--- src/px_deser_pkg.sv ---
package px_deser_pkg;

   // ------------------------------
   // Widths and lane count
   // ------------------------------
   localparam int LANE_BITS      = 8;    // Deserialized word per lane
   localparam int PX_BITS        = 7;    // One pixel, 1:7 serial ratio
   localparam int FIFO_AW        = 5;    // 32-entry ring buffer
   localparam int SEQ_BITS       = 3;    // Gearbox read sequence 0..7
   localparam int NUM_DATA_LANES = 4;    // Data lanes next to the clock lane

   // ------------------------------
   // Basic types
   // ------------------------------
   typedef logic [LANE_BITS-1:0] lane_word_t;
   typedef logic [PX_BITS-1:0]   pixel_t;
   typedef logic [FIFO_AW-1:0]   fifo_addr_t;
   typedef logic [SEQ_BITS-1:0]  gear_seq_t;

   // One input beat from the word side, 41 bits
   typedef struct packed {
      logic                                 word_valid;   // Word strobe, 7 of 8 cycles
      lane_word_t                           clk_word;     // Clock lane
      lane_word_t [NUM_DATA_LANES-1:0]      data_words;   // Data lanes, index = lane
   } rx_words_s;

   // Pixel outputs of all lanes, 35 bits
   typedef struct packed {
      pixel_t                               clk_px;       // Clock lane pixel
      pixel_t [NUM_DATA_LANES-1:0]          data_px;      // Data lane pixels
   } px_out_s;

   // Lane 0 is the clock lane, data lanes follow
   // Word order in the serial stream is LSB first

endpackage

--- src/lane_fifo.sv ---
module lane_fifo (
   input  logic                   px_clk,
   input  logic                   px_rst_n,
   input  logic                   wr_en,      // Delayed word strobe
   input  px_deser_pkg::lane_word_t wr_word,
   input  px_deser_pkg::fifo_addr_t wr_addr,
   input  px_deser_pkg::fifo_addr_t rd_addr,
   output px_deser_pkg::lane_word_t rd_word
);

   localparam int DEPTH = 2 ** px_deser_pkg::FIFO_AW;

   px_deser_pkg::lane_word_t wr_word_q;               // Input word, one cycle late
   px_deser_pkg::lane_word_t mem [DEPTH];             // Ring buffer storage

   // ------------------------------
   // Input word register
   // ------------------------------
   // Captured every cycle; wr_en lines up with the
   // beat that was valid on the previous cycle
   always_ff @(posedge px_clk or negedge px_rst_n) begin
      if (!px_rst_n) begin
         wr_word_q <= '0;
      end else begin
         wr_word_q <= wr_word;
      end
   end

   // ------------------------------
   // Ring buffer write
   // ------------------------------
   always_ff @(posedge px_clk) begin
      if (wr_en) begin
         mem[wr_addr] <= wr_word_q;                   // Same edge as pointer step
      end
   end

   // Asynchronous read, distributed RAM style
   // Gearbox registers the result
   assign rd_word = mem[rd_addr];

endmodule

--- src/gearbox_sequencer.sv ---
module gearbox_sequencer #(
   parameter int WR_START = 16             // Write pointer lead at reset
) (
   input  logic                     px_clk,
   input  logic                     px_rst_n,
   input  logic                     word_valid,
   input  logic                     rd_enable,
   output logic                     wr_en,
   output px_deser_pkg::fifo_addr_t wr_addr,
   output px_deser_pkg::fifo_addr_t rd_addr,
   output px_deser_pkg::gear_seq_t  rd_seq
);

   localparam px_deser_pkg::gear_seq_t SEQ_HOLD = 3'd6;   // Read pointer stalls here

   // ------------------------------
   // Write side
   // ------------------------------
   // Strobe delayed to match the word register in each lane
   always_ff @(posedge px_clk or negedge px_rst_n) begin
      if (!px_rst_n) begin
         wr_en   <= 1'b0;
         wr_addr <= px_deser_pkg::fifo_addr_t'(WR_START);   // Start ahead of reader
      end else begin
         wr_en <= word_valid;
         if (wr_en) begin
            wr_addr <= wr_addr + px_deser_pkg::fifo_addr_t'(1);
         end
      end
   end

   // ------------------------------
   // Read side
   // ------------------------------
   // 7 reads per 8 cycles, one stall at sequence 6
   always_ff @(posedge px_clk or negedge px_rst_n) begin
      if (!px_rst_n) begin
         rd_addr <= '0;
      end else if (rd_seq != SEQ_HOLD) begin
         rd_addr <= rd_addr + px_deser_pkg::fifo_addr_t'(1);
      end
   end

   // Sequence holds for one cycle when enable drops
   // That holds every lane back by one bit
   always_ff @(posedge px_clk or negedge px_rst_n) begin
      if (!px_rst_n) begin
         rd_seq <= '0;
      end else begin
         rd_seq <= rd_seq + px_deser_pkg::gear_seq_t'(rd_enable);   // Wraps 7 to 0
      end
   end

endmodule

--- src/gearbox_8to7.sv ---
module gearbox_8to7 (
   input  logic                     px_clk,
   input  logic                     px_rst_n,
   input  px_deser_pkg::lane_word_t rd_word,   // Current word from the ring buffer
   input  px_deser_pkg::gear_seq_t  rd_seq,
   output px_deser_pkg::pixel_t     px
);

   logic [px_deser_pkg::LANE_BITS-1:1] rd_last;  // Upper bits of previous word

   // ------------------------------
   // Previous word
   // ------------------------------
   // Bit 0 is never taken from the old word
   always_ff @(posedge px_clk) begin
      rd_last <= rd_word[px_deser_pkg::LANE_BITS-1:1];
   end

   // ------------------------------
   // 8-to-7 bit selection
   // ------------------------------
   // Old bits fill the pixel LSBs, new bits the MSBs
   // Sequence n uses n old bits
   always_ff @(posedge px_clk or negedge px_rst_n) begin
      if (!px_rst_n) begin
         px <= '0;
      end else begin
         case (rd_seq)
            3'd0: begin
               px <= rd_word[6:0];                       // All new
            end
            3'd1: begin
               px <= {rd_word[5:0], rd_last[7]};
            end
            3'd2: begin
               px <= {rd_word[4:0], rd_last[7:6]};
            end
            3'd3: begin
               px <= {rd_word[3:0], rd_last[7:5]};
            end
            3'd4: begin
               px <= {rd_word[2:0], rd_last[7:4]};
            end
            3'd5: begin
               px <= {rd_word[1:0], rd_last[7:3]};
            end
            3'd6: begin
               px <= {rd_word[0], rd_last[7:2]};         // Read pointer stalls next
            end
            default: begin
               px <= rd_last[7:1];                      // Seq 7, all old
            end
         endcase
      end
   end

endmodule

--- src/px_align_ctrl.sv ---
module px_align_ctrl #(
   parameter px_deser_pkg::pixel_t CLK_PATTERN = 7'b1100011,  // Expected clock lane pixel
   parameter int                   GOOD_COUNT  = 8            // Matches in a row to lock
) (
   input  logic                 px_clk,
   input  logic                 locked_and_idlyrdy,   // Async, active low
   input  logic                 rx_ready,             // Training done, async level
   input  px_deser_pkg::pixel_t clk_px,
   output logic                 px_rst_n,
   output logic                 rd_enable,
   output logic                 px_ready
);

   localparam int GOOD_W = $clog2(GOOD_COUNT + 1);
   localparam int SYNC_STAGES = 4;
   localparam logic [2:0] WAIT_LAST = 3'd5;            // 6 wait cycles

   typedef enum logic [1:0] {
      ST_CHECK,
      ST_SLIP_WAIT,
      ST_DONE
   } align_state_e;

   logic [SYNC_STAGES-1:0] rst_sync;
   logic [SYNC_STAGES-1:0] rdy_sync;
   logic                   rx_ready_px;               // rx_ready in px_clk domain
   align_state_e           state;
   logic [2:0]             wait_cnt;
   logic [GOOD_W-1:0]      good_cnt;

   // ------------------------------
   // Reset synchronizer
   // ------------------------------
   // Assert at once, release after 4 edges
   always_ff @(posedge px_clk or negedge locked_and_idlyrdy) begin
      if (!locked_and_idlyrdy) begin
         rst_sync <= '0;
      end else begin
         rst_sync <= {rst_sync[SYNC_STAGES-2:0], 1'b1};
      end
   end

   assign px_rst_n = rst_sync[SYNC_STAGES-1];

   // ------------------------------
   // rx_ready synchronizer
   // ------------------------------
   // Cleared directly by the level itself
   always_ff @(posedge px_clk or negedge rx_ready) begin
      if (!rx_ready) begin
         rdy_sync <= '0;
      end else begin
         rdy_sync <= {rdy_sync[SYNC_STAGES-2:0], 1'b1};
      end
   end

   assign rx_ready_px = rdy_sync[SYNC_STAGES-1];

   // ------------------------------
   // Bit-slip FSM
   // ------------------------------
   // Starts in the wait state so the gearbox
   // pipeline fills before the first check
   always_ff @(posedge px_clk or negedge px_rst_n) begin
      if (!px_rst_n) begin
         state     <= ST_SLIP_WAIT;
         wait_cnt  <= '0;
         good_cnt  <= '0;
         rd_enable <= 1'b0;
      end else if (rx_ready_px) begin               // Frozen until training done
         case (state)
            ST_CHECK: begin
               if (clk_px == CLK_PATTERN) begin
                  rd_enable <= 1'b1;
                  if (good_cnt == GOOD_W'(GOOD_COUNT - 1)) begin
                     state <= ST_DONE;                 // Enough matches in a row
                  end else begin
                     good_cnt <= good_cnt + GOOD_W'(1);
                  end
               end else begin
                  rd_enable <= 1'b0;                  // One-bit slip on all lanes
                  good_cnt  <= '0;
                  wait_cnt  <= '0;
                  state     <= ST_SLIP_WAIT;
               end
            end
            ST_SLIP_WAIT: begin
               // Let the slip reach clk_px
               rd_enable <= 1'b1;
               if (wait_cnt == WAIT_LAST) begin
                  state <= ST_CHECK;
               end else begin
                  wait_cnt <= wait_cnt + 3'd1;
               end
            end
            default: begin
               rd_enable <= 1'b1;                     // ST_DONE, stay until reset
            end
         endcase
      end
   end

   // Ready output, one cycle after the end state
   always_ff @(posedge px_clk or negedge px_rst_n) begin
      if (!px_rst_n) begin
         px_ready <= 1'b0;
      end else begin
         px_ready <= (state == ST_DONE);
      end
   end

endmodule

--- src/px_deser_top.sv ---
module px_deser_top #(
   parameter px_deser_pkg::pixel_t CLK_PATTERN = 7'b1100011,
   parameter int                   WR_START    = 16,
   parameter int                   GOOD_COUNT  = 8
) (
   input  logic                    px_clk,
   input  logic                    locked_and_idlyrdy,   // Async, active low
   input  logic                    rx_ready,             // Training done level
   input  px_deser_pkg::rx_words_s rx_words,
   output px_deser_pkg::px_out_s   px_out,
   output px_deser_pkg::gear_seq_t px_rd_seq,
   output logic                    px_ready
);

   // Clock lane plus data lanes
   localparam int NUM_LANES = px_deser_pkg::NUM_DATA_LANES + 1;

   logic                                     px_rst_n;     // Synchronized reset
   logic                                     rd_enable;
   logic                                     wr_en;
   px_deser_pkg::fifo_addr_t                 wr_addr;
   px_deser_pkg::fifo_addr_t                 rd_addr;
   px_deser_pkg::lane_word_t [NUM_LANES-1:0] lane_in;      // Index 0 is the clock lane
   px_deser_pkg::lane_word_t [NUM_LANES-1:0] lane_rd;
   px_deser_pkg::pixel_t     [NUM_LANES-1:0] lane_px;

   // ------------------------------
   // Lane mapping
   // ------------------------------
   assign lane_in = {rx_words.data_words, rx_words.clk_word};
   assign px_out  = {lane_px[0], lane_px[NUM_LANES-1:1]};  // clk_px is the struct MSB

   // ------------------------------
   // Shared control
   // ------------------------------
   px_align_ctrl #(
      .CLK_PATTERN        (CLK_PATTERN),
      .GOOD_COUNT         (GOOD_COUNT)
   ) i_align_ctrl (
      .px_clk             (px_clk),
      .locked_and_idlyrdy (locked_and_idlyrdy),
      .rx_ready           (rx_ready),
      .clk_px             (lane_px[0]),                   // Watches the clock lane only
      .px_rst_n           (px_rst_n),
      .rd_enable          (rd_enable),
      .px_ready           (px_ready)
   );

   gearbox_sequencer #(
      .WR_START           (WR_START)
   ) i_sequencer (
      .px_clk             (px_clk),
      .px_rst_n           (px_rst_n),
      .word_valid         (rx_words.word_valid),
      .rd_enable          (rd_enable),
      .wr_en              (wr_en),
      .wr_addr            (wr_addr),
      .rd_addr            (rd_addr),
      .rd_seq             (px_rd_seq)
   );

   // ------------------------------
   // Per-lane datapath
   // ------------------------------
   // Same pointers and sequence on every lane, so
   // data lanes keep the clock lane framing
   for (genvar g = 0; g < NUM_LANES; g++) begin : g_lane
      lane_fifo i_fifo (
         .px_clk   (px_clk),
         .px_rst_n (px_rst_n),
         .wr_en    (wr_en),
         .wr_word  (lane_in[g]),
         .wr_addr  (wr_addr),
         .rd_addr  (rd_addr),
         .rd_word  (lane_rd[g])
      );

      gearbox_8to7 i_gearbox (
         .px_clk   (px_clk),
         .px_rst_n (px_rst_n),
         .rd_word  (lane_rd[g]),
         .rd_seq   (px_rd_seq),
         .px       (lane_px[g])                         // One cycle after rd_addr
      );
   end

endmodule

--- config.mk ---
export PLATFORM = sky130hd
export DESIGN_NAME = px_deser_top
export DESIGN_NICKNAME = d
export VERILOG_FILES = /design/src/px_deser_pkg.sv /design/src/lane_fifo.sv /design/src/gearbox_sequencer.sv /design/src/gearbox_8to7.sv /design/src/px_align_ctrl.sv /design/src/px_deser_top.sv
export SDC_FILE = /design/constraint.sdc
export NUM_CORES = 1
export LEC_CHECK = 0
export ABC_CLOCK_PERIOD_IN_PS = 3400
export BUFFER_PORTS_ARGS = -buffer_cell sky130_fd_sc_hd__clkbuf_2
export CAP_MARGIN = 15
export CELL_PAD_IN_SITES_DETAIL_PLACEMENT = 1
export CELL_PAD_IN_SITES_GLOBAL_PLACEMENT = 2
export CORE_MARGIN = 10
export CORE_UTILIZATION = 50
export DETAILED_ROUTE_END_ITERATION = 10
export PLACE_DENSITY_LB_ADDON = 0.1
export SYNTH_ARGS = -nofsm -noshare
export SYNTH_HDL_FRONTEND = slang
export SYNTH_SLANG_ARGS = --single-unit
--- constraint.sdc ---
create_clock -name px_clk -period 3.4 [get_ports px_clk]
set_input_delay 0.34 -clock px_clk [delete_from_list [all_inputs] [get_ports px_clk]]
set_output_delay 0.34 -clock px_clk [all_outputs]
set_load 0.03 [all_outputs]
# Yosys cells after proc, flatten, opt, wreduce, memory -nomap -nowiden
# Memories as Yosys holds them, arrays and structs flattened.
# Index checks and enable logic that the tools add are counted.
totals:
  word_cells: 77
  regBits: 143
  mem_bits_rw: 1280
  mem_count: 5
memory_table:
  columns: ["memory", "depth", "width", "rd", "rd_clocked_by_memory_dff", "write_ports", "line_no", "rtl"]
  rows:
  - ["g_lane[0].i_fifo.mem", 32, 8, 1, 0, 1, "lane_fifo.sv:14", "px_deser_pkg::lane_word_t mem [DEPTH];"]
  - ["g_lane[1].i_fifo.mem", 32, 8, 1, 0, 1, "lane_fifo.sv:14", null]
  - ["g_lane[2].i_fifo.mem", 32, 8, 1, 0, 1, "lane_fifo.sv:14", null]
  - ["g_lane[3].i_fifo.mem", 32, 8, 1, 0, 1, "lane_fifo.sv:14", null]
  - ["g_lane[4].i_fifo.mem", 32, 8, 1, 0, 1, "lane_fifo.sv:14", null]
classes:
  mux: 18
  n_eq_ne: 17
  reduce_logical: 6
  n_addsub: 5
op_table:
  columns: ["op", "n"]
  rows:
  - ["$pmux 7 s7", 5]
  - ["$eq 3x3->1 const B", 4]
  - ["$add 5x1->5 const B", 2]
  - ["$mux 4", 2]
  - ["$reduce_and 4->1", 2]
  - ["$eq 7x7->1 const B", 1]
  - ["$eq 3x2->1 const B", 2]
  - ["$mux 2", 3]
  - ["$mux 3", 2]
  - ["$ne 2x2->1 const B", 3]
  - ["$ne 3x3->1 const B", 2]
  - ["$pmux 3 s2", 1]
  - ["$add 4x1->4 const B", 1]
  - ["$eq 4x3->1 const B", 1]
  - ["$mux 1", 4]
  - ["$pmux 2 s2", 1]
  - ["$add 3x1->3", 1]
  - ["$add 3x1->3 const B", 1]
  - ["$eq 3x1->1 const B", 1]
  - ["$logic_not 3->1", 1]
  - ["$reduce_and 3->1", 1]
  - ["$eq 2x1->1 const B", 1]
  - ["$eq 2x2->1 const B", 1]
  - ["$logic_not 2->1", 1]
  - ["other kinds (2)", 2]

# Depth between registers and ports, before layout
# Gate-level depths: netlist of run 1.
depth:
  depth_word: 4
  depth_mapped: 13
  ltp_nobuf: 8

# By module
# From an unflattened synthesis of run 1, not the netlist that was laid out.
unflattened:
  hier_cells: 2577
  hier_area_um2: 55477.0
modules_own_cells:
  columns: ["module", "seq_area_each_um2", "area_each_um2", "cells_each", "n_inst"]
  rows:
  - ["lane_fifo", 7887.6, 10093.4, 417, 5]
  - ["gearbox_8to7", 315.3, 721.9, 77, 5]
  - ["px_align_ctrl", 476.7, 840.8, 71, 1]
  - ["gearbox_sequencer", 351.6, 559.3, 36, 1]

# Worst setup path before layout of run 1
# Ideal clock, no wire load.
synth_path:
  path_type: "register -> register"
  from: "register i_sequencer.wr_en"
  to: "memory g_lane[0].i_fifo.mem[3][0] (netlist name), enable pin"
  t_arrival_ns: 3.713
  slack_ns: -0.800
  synth_period_minus_slack_ns: 4.200
  n_path_buf: 1
  t_required_ns: 2.913
  stages_incl_launch_ff: 5
  path_cell_list: "dfrtp_1 > clkbuf_1 > nand2_1 > or2_2 > nor3_1"
synth_via:
  elab_chain_len: 2
synth_lines:
  columns: ["item", "line_no", "rtl"]
  rows:
  - ["start, declared", "gearbox_sequencer.sv:8", "output logic wr_en,"]
  - ["start signal, assigned", "gearbox_sequencer.sv:25", "wr_en <= word_valid;"]
  - ["$mux 1", "lane_fifo.sv:33", "if (wr_en) begin"]
  - ["$mux 1 (not written as such)", "lane_fifo.sv:34", "mem[wr_addr] <= wr_word_q;"]
  - ["end, declared", "lane_fifo.sv:14", null]
# Every way passes these cells.

# Worst setup path after layout of run 1
layout_path:
  from: "register i_sequencer.rd_addr[2]"
  to: "register g_lane[1].i_gearbox.px[6]"
layout_via:
  elab_chain_len: 2
layout_lines:
  columns: ["item", "line_no", "rtl"]
  rows:
  - ["start, declared", "gearbox_sequencer.sv:10", "output px_deser_pkg::fifo_addr_t rd_addr,"]
  - ["start signal, assigned", "gearbox_sequencer.sv:40", "rd_addr <= rd_addr + px_deser_pkg::fifo_addr_t'(1);"]
  - ["$mem_v2 32x8", null, null]
  - ["$pmux 7 s7", "gearbox_8to7.sv:28", "case (rd_seq)"]
  - ["end signal, assigned", "gearbox_8to7.sv:30", "px <= rd_word[6:0];"]
  - ["end signal, assigned", "gearbox_8to7.sv:33", "px <= {rd_word[5:0], rd_last[7]};"]
  - ["end signal, assigned", "gearbox_8to7.sv:36", "px <= {rd_word[4:0], rd_last[7:6]};"]
  - ["end, declared", "gearbox_8to7.sv:6", "output px_deser_pkg::pixel_t px"]
# Every way passes these cells.
# A chain may end at the register's enable or synchronous reset.

==> run metrics, run 1 <==
outcome completed; max_cap viols 0; top cells by count, synth edfxtp_1 (1280), mux4_2 (287), nand2_1 (150); YS warnings 0; crit path max fanout 15; CTS root buf clkbuf_16; RSZ-0062 raised after global routing no; die area 124400 µm²; I/O pin count between 80 and 90; Syn-to-layout area delta 15.66%; routed wire length per instance 34.89 µm; cells after synthesis 2776; DP HPWL approximately 94 mm; Post-DRT Antenna Nets 0; final hold violation count 0; Pint ~0.038 W; Clock Tree Buf Depth 3; GP Congestion between 0.8 and 0.9; FMAX approximately 300 MHz; Worst Path Arrival between 3 and 4 ns; Comb pwr share roughly 34%; share of the synthesized area in the top cell type a little over two thirds; drt first-iter violations approximately 3700; number of setup violations in the final report 0; GRT overflow 0; layout cell share with drive strength beyond 1 between 20% and 30%; Power Density around 900 nW/µm²; routed vias/inst around 6.4; Yosys reg bits between 1000 and 1500; core area 110400 µm²; Clock transition at path regs about 0.060 ns; vias in the first global route between 30000 and 40000; Core Rows 122; met1 Track Usage GR between 30% and 40%; post-synthesis async set-or-reset flop share 7.590%; Worst-Margin Slew approximately 1.2 ns; clk sinks around 1400; count leader, synth edfxtp_1; met3 Usage GRT ~4.1%; H-Tree Level Count 4; most used routing layer met2; final period utilization between 90% and 100%; Die H 352.7 µm; nets@finish between 3000 and 4000; switching power share of the total ~34%; initial antenna violation count 2; required time worst endpoint about 4 ns; Slew Limit Fails 0; critical path type reg2reg; drt drc 0; GR Layer Usage met2 42.34%; largest net degree at the start of global routing 60; Psw slightly below 0.02 W; worst r2r path cells 9; final wirelength 163.8 mm; clock skew ~0.025 ns; Post-synth EDFFs roughly 1300; Synth area leader edfxtp_1; worst hold stages 2; Num CTS Buffers 150; Slew headroom a little over a fifth; I/O Buffers between 80 and 90; TritonCTS clock tree built; Worst setup EP type register; Initial Util 50.15%; Vias about 30000; Core Util, Final approximately 58%; VDD IR-drop max 606.9 µV; LEAKAGE between 20 and 25 nW; Clk pwr share 27.4%; Startpoint Class register; sequential-to-total area share from yosys stat about three quarters; Yosys cell types 84; Most used DFF post-synth edfxtp_1; GRT Total Usage 26.30%; Skew-Pair Late Insertion Delay 0.76 ns; sequential share of power 38.2%; top post-synthesis cells by area edfxtp_1 (69%), mux4_2 (12%), dfrtp_1 (4.8%); Ant. Diodes 0; first-pass GRT wire length between 200 and 250 mm; Die W 352.7 µm; Avg Inst Size Synth around 20 µm²; min-delay worst type in2reg; Syn Std Cell Area roughly 55000 µm²; Final Power between 0.05 and 0.06 W; Tmin final about 3.3 ns; drt first pass iters 5
metrics by stage:
step                      area [µm²]  setup WS [ns]  setup TNS, ns  cells  hold WS, ns
after floorplan                55380        -0.7706        -208.20   2777      0.04441
after global placement         58810       -0.07514       -0.07514   4371       0.1425
after detailed placement       58810        -0.1713        -0.2095   4371       0.1472
after CTS                      64010        0.05360              0   4695       0.1752
after global routing           64020       0.002077              0   4696       0.2059
final                          64020         0.1385              0   4696       0.2263
layout make-up:
cell class                      count  area (µm²)
Timing Repair Buffer              307        2733
Clock buffer                      210        4218
Inverter                           31       116.4
Fill cell                        9469       46340
Multi-Input combinational cell   1168       12710
Sequential cell                  1423       41860
Clock inverter                     69       521.8
Tap cell                         1488        1862
timing repair:
action / in CTS / in global routing
hold buffers: 45 / 0
resized for setup: 1 / 0
hold endpoints to repair: 49 / 0
setup endpoints to repair: 2 / 1
setup buffers: 0 / 1
state kept, by name, indices dropped and copies added (netlist names):
register and count:
i_sequencer.rd_addr 5, i_align_ctrl.good_cnt 4, g_lane.i_gearbox.px 35, i_sequencer.wr_en 1, g_lane.i_gearbox.rd_last 35, i_sequencer.rd_seq 3, i_align_ctrl.px_ready 1, g_lane.i_fifo.mem 1280
i_align_ctrl.rdy_sync 4, i_align_ctrl.wait_cnt 3, i_align_ctrl.state 2, i_align_ctrl.rd_enable 1, g_lane.i_fifo.wr_word_q 40, i_align_ctrl.rst_sync 4, i_sequencer.wr_addr 5
placed cells by master, fill, tap and decap left out, types with 24 or more instances in the layout:
| cell type | count |
|---|---|
| buf_12 | 41 |
| a221oi_1 | 25 |
| o221ai_1 | 25 |
| mux4_2 | 287 |
| mux2i_1 | 143 |
| o22ai_1 | 41 |
| a21oi_1 | 55 |
| buf_4 | 138 |
| dlygate4sd3_1 | 45 |
| clkinv_1 | 33 |
| nor2_1 | 68 |
| clkbuf_1 | 44 |
| nand3_1 | 24 |
| dfxtp_1 | 35 |
| o21ai_0 | 62 |
| clkbuf_16 | 157 |
| dfrtp_1 | 97 |
| a22oi_1 | 30 |
| inv_1 | 25 |
| clkbuf_2 | 82 |
| nand2_1 | 150 |
| edfxtp_1 | 1280 |
power by group through the flow:
stage | Sequential, W | Combinational (W) | Clock, W
final | 0.0220 | 0.0198 | 0.0158
after global routing | 0.0221 | 0.0210 | 0.0168
after CTS | 0.0220 | 0.0198 | 0.0161
after detailed placement | 0.0223 | 0.0197 | 0
after global placement | 0.0222 | 0.0194 | 0
after floorplan | 0.0220 | 0.0123 | 0
path summary, 6_finish.rpt:
path	startpoint	end	slack [ns]
max	i_sequencer.rd_addr[2]$_DFFE_PN0P_	g_lane[1].i_gearbox.px[6]$_DFF_PN0_	0.14
min	rx_words[26]	g_lane[4].i_fifo.wr_word_q[2]$_DFF_PN0_	0.23
max reg2reg	i_sequencer.rd_addr[2]$_DFFE_PN0P_	g_lane[1].i_gearbox.px[6]$_DFF_PN0_	0.14
min reg2reg	i_align_ctrl.rdy_sync[2]$_DFF_PN0_	i_align_ctrl.rdy_sync[3]$_DFF_PN0_	0.36
max in group asynchronous	i_align_ctrl.rst_sync[3]$_DFF_PN0_	i_align_ctrl.state[0]$_DFFE_PN1P_	2.04
min in group asynchronous	i_align_ctrl.rst_sync[3]$_DFF_PN0_	g_lane[4].i_fifo.wr_word_q[2]$_DFF_PN0_	0.43
layer usage:
metal  share of wire (%)  vias up  wire length [µm]
li1                    -    12060                 -
met1                  43    16460             69800
met2                  49     1222             79810
met3                 6.5      218             10580
met4                 2.2        0              3646
met5                   0        -                 0
logic make-up after synthesis:
logic type,synth area share (%)
DFF,75.59
muxes,14.84
AOI/OAI and AO/OA,4.553
buffers and inverters,1.910
other,0.006775
and+or+nand+nor,2.713
adders and majority gates,0.2260
xor gates and xnor gates,0.1582
worst max-delay path, cell delays in order (launching register included):
cell     delay (ns)
dfrtp_4        0.60
or3b_2         0.65
buf_4          0.37
o22ai_1        0.12
a211o_1        0.28
o22ai_1        0.30
buf_4          0.24
nor3_1         0.06
a21o_1         0.18
a221o_1        0.31
Power figures use the tool's default switching activity.
==> run 2, diff against run 1 <==
==> constraint.sdc (replaced) <==
create_clock -name px_clk -period 3.4 [get_ports px_clk]
set_input_delay 0.51 -clock px_clk [delete_from_list [all_inputs] [get_ports px_clk]]
set_output_delay 0.51 -clock px_clk [all_outputs]
set_load 0.03 [all_outputs]
==> run 2 against run 1 <==
Effect of this change: non-clock buffer count shrank 2; clock skew up 0.00059 ns; cell area about the same; fmax grew 0.99%; critical endpoint unchanged; global-route usage barely moved; highest routed layer unchanged; clock power about the same; total power barely moved; die area is the same; final cell count is essentially flat.
==> run metrics, run 2 (synthesis results as in run 1) <==
critical path type reg2reg (unchanged); I/O pin count 83 (unchanged); Power Density 898.7 nW/µm² (about the same); Num CTS Buffers 150 (unchanged); RSZ-0062 raised after global routing no (unchanged); GR Layer Usage met2 42.31% (was 42.34%); LEAKAGE 21.39 nW (was 21.40 nW); critical path cell sequence or3b_2 -> buf_4 -> o22ai_1 -> a211o_1 -> o22ai_1 -> buf_4 -> nor3_1 -> a21o_1 -> a221o_1 (unchanged); Die H 352.7 µm (unchanged); Worst setup EP type register (unchanged); Psw 0.01972 W (was 0.01974 W); Initial Util 50.15% (unchanged); vias in the first global route 31410 (was 31420); Largest regs g_lane.i_fifo.mem x1280, g_lane.i_fifo.wr_word_q x40 (unchanged); routed wire length per instance 34.88 µm (was 34.89 µm); Core Util, Final 57.99% (was 58.01%); GRT overflow 0 (unchanged); Tmin final 3.230 ns (was 3.262 ns); met1 Track Usage GR 37.53% (about the same); GRT Total Usage 26.29% (was 26.30%); R2R Setup Slk 0.17 ns (was 0.14 ns); DP Area 58810 µm² (unchanged); Reg-to-Reg End g_lane[1].i_gearbox.px[6]$_DFF_PN0_ (unchanged); Comb pwr share 34.4% (about the same); Final Power 0.05752 W (was 0.05754 W); max reg flops 1280 (unchanged); first-pass GRT wire length 235.2 mm (was 235.3 mm); CP max-delay cell or3b_2 (unchanged); critical path launch point i_sequencer.rd_addr[2]$_DFFE_PN0P_ (unchanged); I/O Buffers 82 (unchanged); critical path depth 9 (unchanged); final period utilization 94.99% (was 95.93%); die area 124400 µm² (unchanged); most common cell after layout, fill and taps aside edfxtp_1 (unchanged); required time worst endpoint 4.03 ns (about the same); clk sinks 1423 (unchanged); most frequent cells in the layout edfxtp_1 (1280), mux4_2 (287), clkbuf_16 (157), nand2_1 (150), mux2i_1 (143) (unchanged); sequential share of power 38.2% (about the same); largest reg by FF count g_lane.i_fifo.mem (unchanged); drt first-iter violations 3669 (was 3717); TritonCTS clock tree built (unchanged); Crit path max-delay family compound AO/OA/AOI/OAI gates (unchanged); min-delay worst type in2async (was in2reg); drt drc 0 (unchanged); Clk pwr share 27.4% (about the same); FMAX 309.6 MHz (was 306.6 MHz); GP Congestion 0.8283 (unchanged); Vias 29920 (was 29960); number of setup violations in the final report 0 (unchanged); R2R Path Start i_sequencer.rd_addr[2]$_DFFE_PN0P_ (unchanged); Skew-Pair Late Insertion Delay 0.76 ns (about the same); worst r2r path cells 9 (unchanged); Die W 352.7 µm (unchanged); Slew Limit Fails 0 (unchanged); outcome completed (unchanged); Worst-Margin Slew 1.173 ns (was 1.185 ns); Clock transition at path regs 0.06 ns (about the same); largest net degree at the start of global routing 60 (unchanged); Post-DRT Antenna Nets 0 (unchanged); hold slack 0.08686 ns (was 0.2263 ns); routed vias/inst 6.373 (was 6.379); Startpoint Class register (unchanged); met3 Usage GRT 4.141% (unchanged); Pint 0.03780 W (about the same); nets@finish 3133 (was 3135); CTS root buf clkbuf_16 (unchanged); Max stage delay on crit path 0.63 ns (was 0.65 ns); H-Tree Level Count 4 (unchanged); Clock Tree Buf Depth 3 (unchanged); initial antenna violation count 2 (unchanged); Syn-to-layout area delta 15.63% (was 15.66%); drt first pass iters 6 (was 5); Core Rows 122 (unchanged); clock skew 0.02597 ns (was 0.02538 ns); total negative slack 0 ns (unchanged); design area 64000 µm² (was 64020 µm²); final wirelength 163.7 mm (was 163.8 mm); VDD IR-drop max 604.3 µV (was 606.9 µV); switching power share of the total 34.29% (was 34.31%); final hold violation count 0 (unchanged); most used routing layer met2 (unchanged); max_cap viols 0 (unchanged); layout cell share with drive strength beyond 1 26.23% (was 26.22%); Ant. Diodes 0 (unchanged); DP HPWL 93.70 mm (unchanged); crit path to g_lane[1].i_gearbox.px[6]$_DFF_PN0_ (unchanged); crit path max fanout 15 (unchanged); Worst Path Arrival 3.86 ns (was 3.89 ns); core area 110400 µm² (unchanged); Slew headroom 21.65% (was 20.81%); worst path bufs/invs 2 (unchanged)
## run 2: per-layer routing
metal,routed length (µm),part of all wire [%]
met1,69360,42
met2,79800,49
met3,10940,6.7
met4,3633,2.2
met5,0,0
## run 2: worst register-to-register path, cell delays in order, from the launching register on
cell and delay (ns):
dfrtp_4 0.60, or3b_2 0.64, buf_4 0.37, o22ai_1 0.12
a211o_1 0.29, o22ai_1 0.30, buf_4 0.24, nor3_1 0.07
a21o_1 0.18, a221o_1 0.31
## run 2: through the flow
step	cells	setup WS (ns)
final	4694	0.1704
after global routing	4694	0.002077
after CTS	4693	0.05360
after detailed placement	4371	-0.1713
after global placement	4371	-0.07514
after floorplan	2777	-0.7706
## run 2: cell type report
| cell class | instances | area [µm²] |
|---|---|---|
| Sequential cell | 1423 | 41860 |
| Timing Repair Buffer | 305 | 2713 |
| Multi-Input combinational cell | 1168 | 12710 |
| Clock buffer | 210 | 4218 |
| Clock inverter | 69 | 521.8 |
| Tap cell | 1488 | 1862 |
| Inverter | 31 | 116.4 |
| Fill cell | 9464 | 46360 |
## run 2: what timing repair did
| item | 4_1_cts | 5_1_grt |
|---|---|---|
| hold buffers | 43 | 0 |
| resized for setup | 1 | 0 |
| setup buffers | 0 | 1 |
| hold endpoints to repair | 49 | 0 |
| setup endpoints to repair | 2 | 1 |
## run 2: power groups by stage
stage / registers, W / logic [W] / clock network (W)
2_1_floorplan: 0.0220 / 0.0123 / 0
3_3_place_gp: 0.0222 / 0.0194 / 0
3_5_place_dp: 0.0223 / 0.0197 / 0
4_1_cts: 0.0220 / 0.0198 / 0.0161
5_1_grt: 0.0221 / 0.0210 / 0.0168
6_report: 0.0220 / 0.0198 / 0.0158
## run 2: worst min path at each step
stage	startpoint	end	slack, ns	cells past startpoint
after global placement	rx_ready	i_align_ctrl.rdy_sync[0]$_DFF_PN0_	0.31	1
after detailed placement	rx_ready	i_align_ctrl.rdy_sync[2]$_DFF_PN0_	0.32	1
after CTS	rx_ready	i_align_ctrl.rdy_sync[2]$_DFF_PN0_	0.04	2
after global routing	rx_ready	i_align_ctrl.rdy_sync[2]$_DFF_PN0_	0.06	2
after floorplan	rx_ready	i_align_ctrl.rdy_sync[0]$_DFF_PN0_	0.21	0
final	locked_and_idlyrdy	i_align_ctrl.rst_sync[1]$_DFF_PN0_	0.09	2
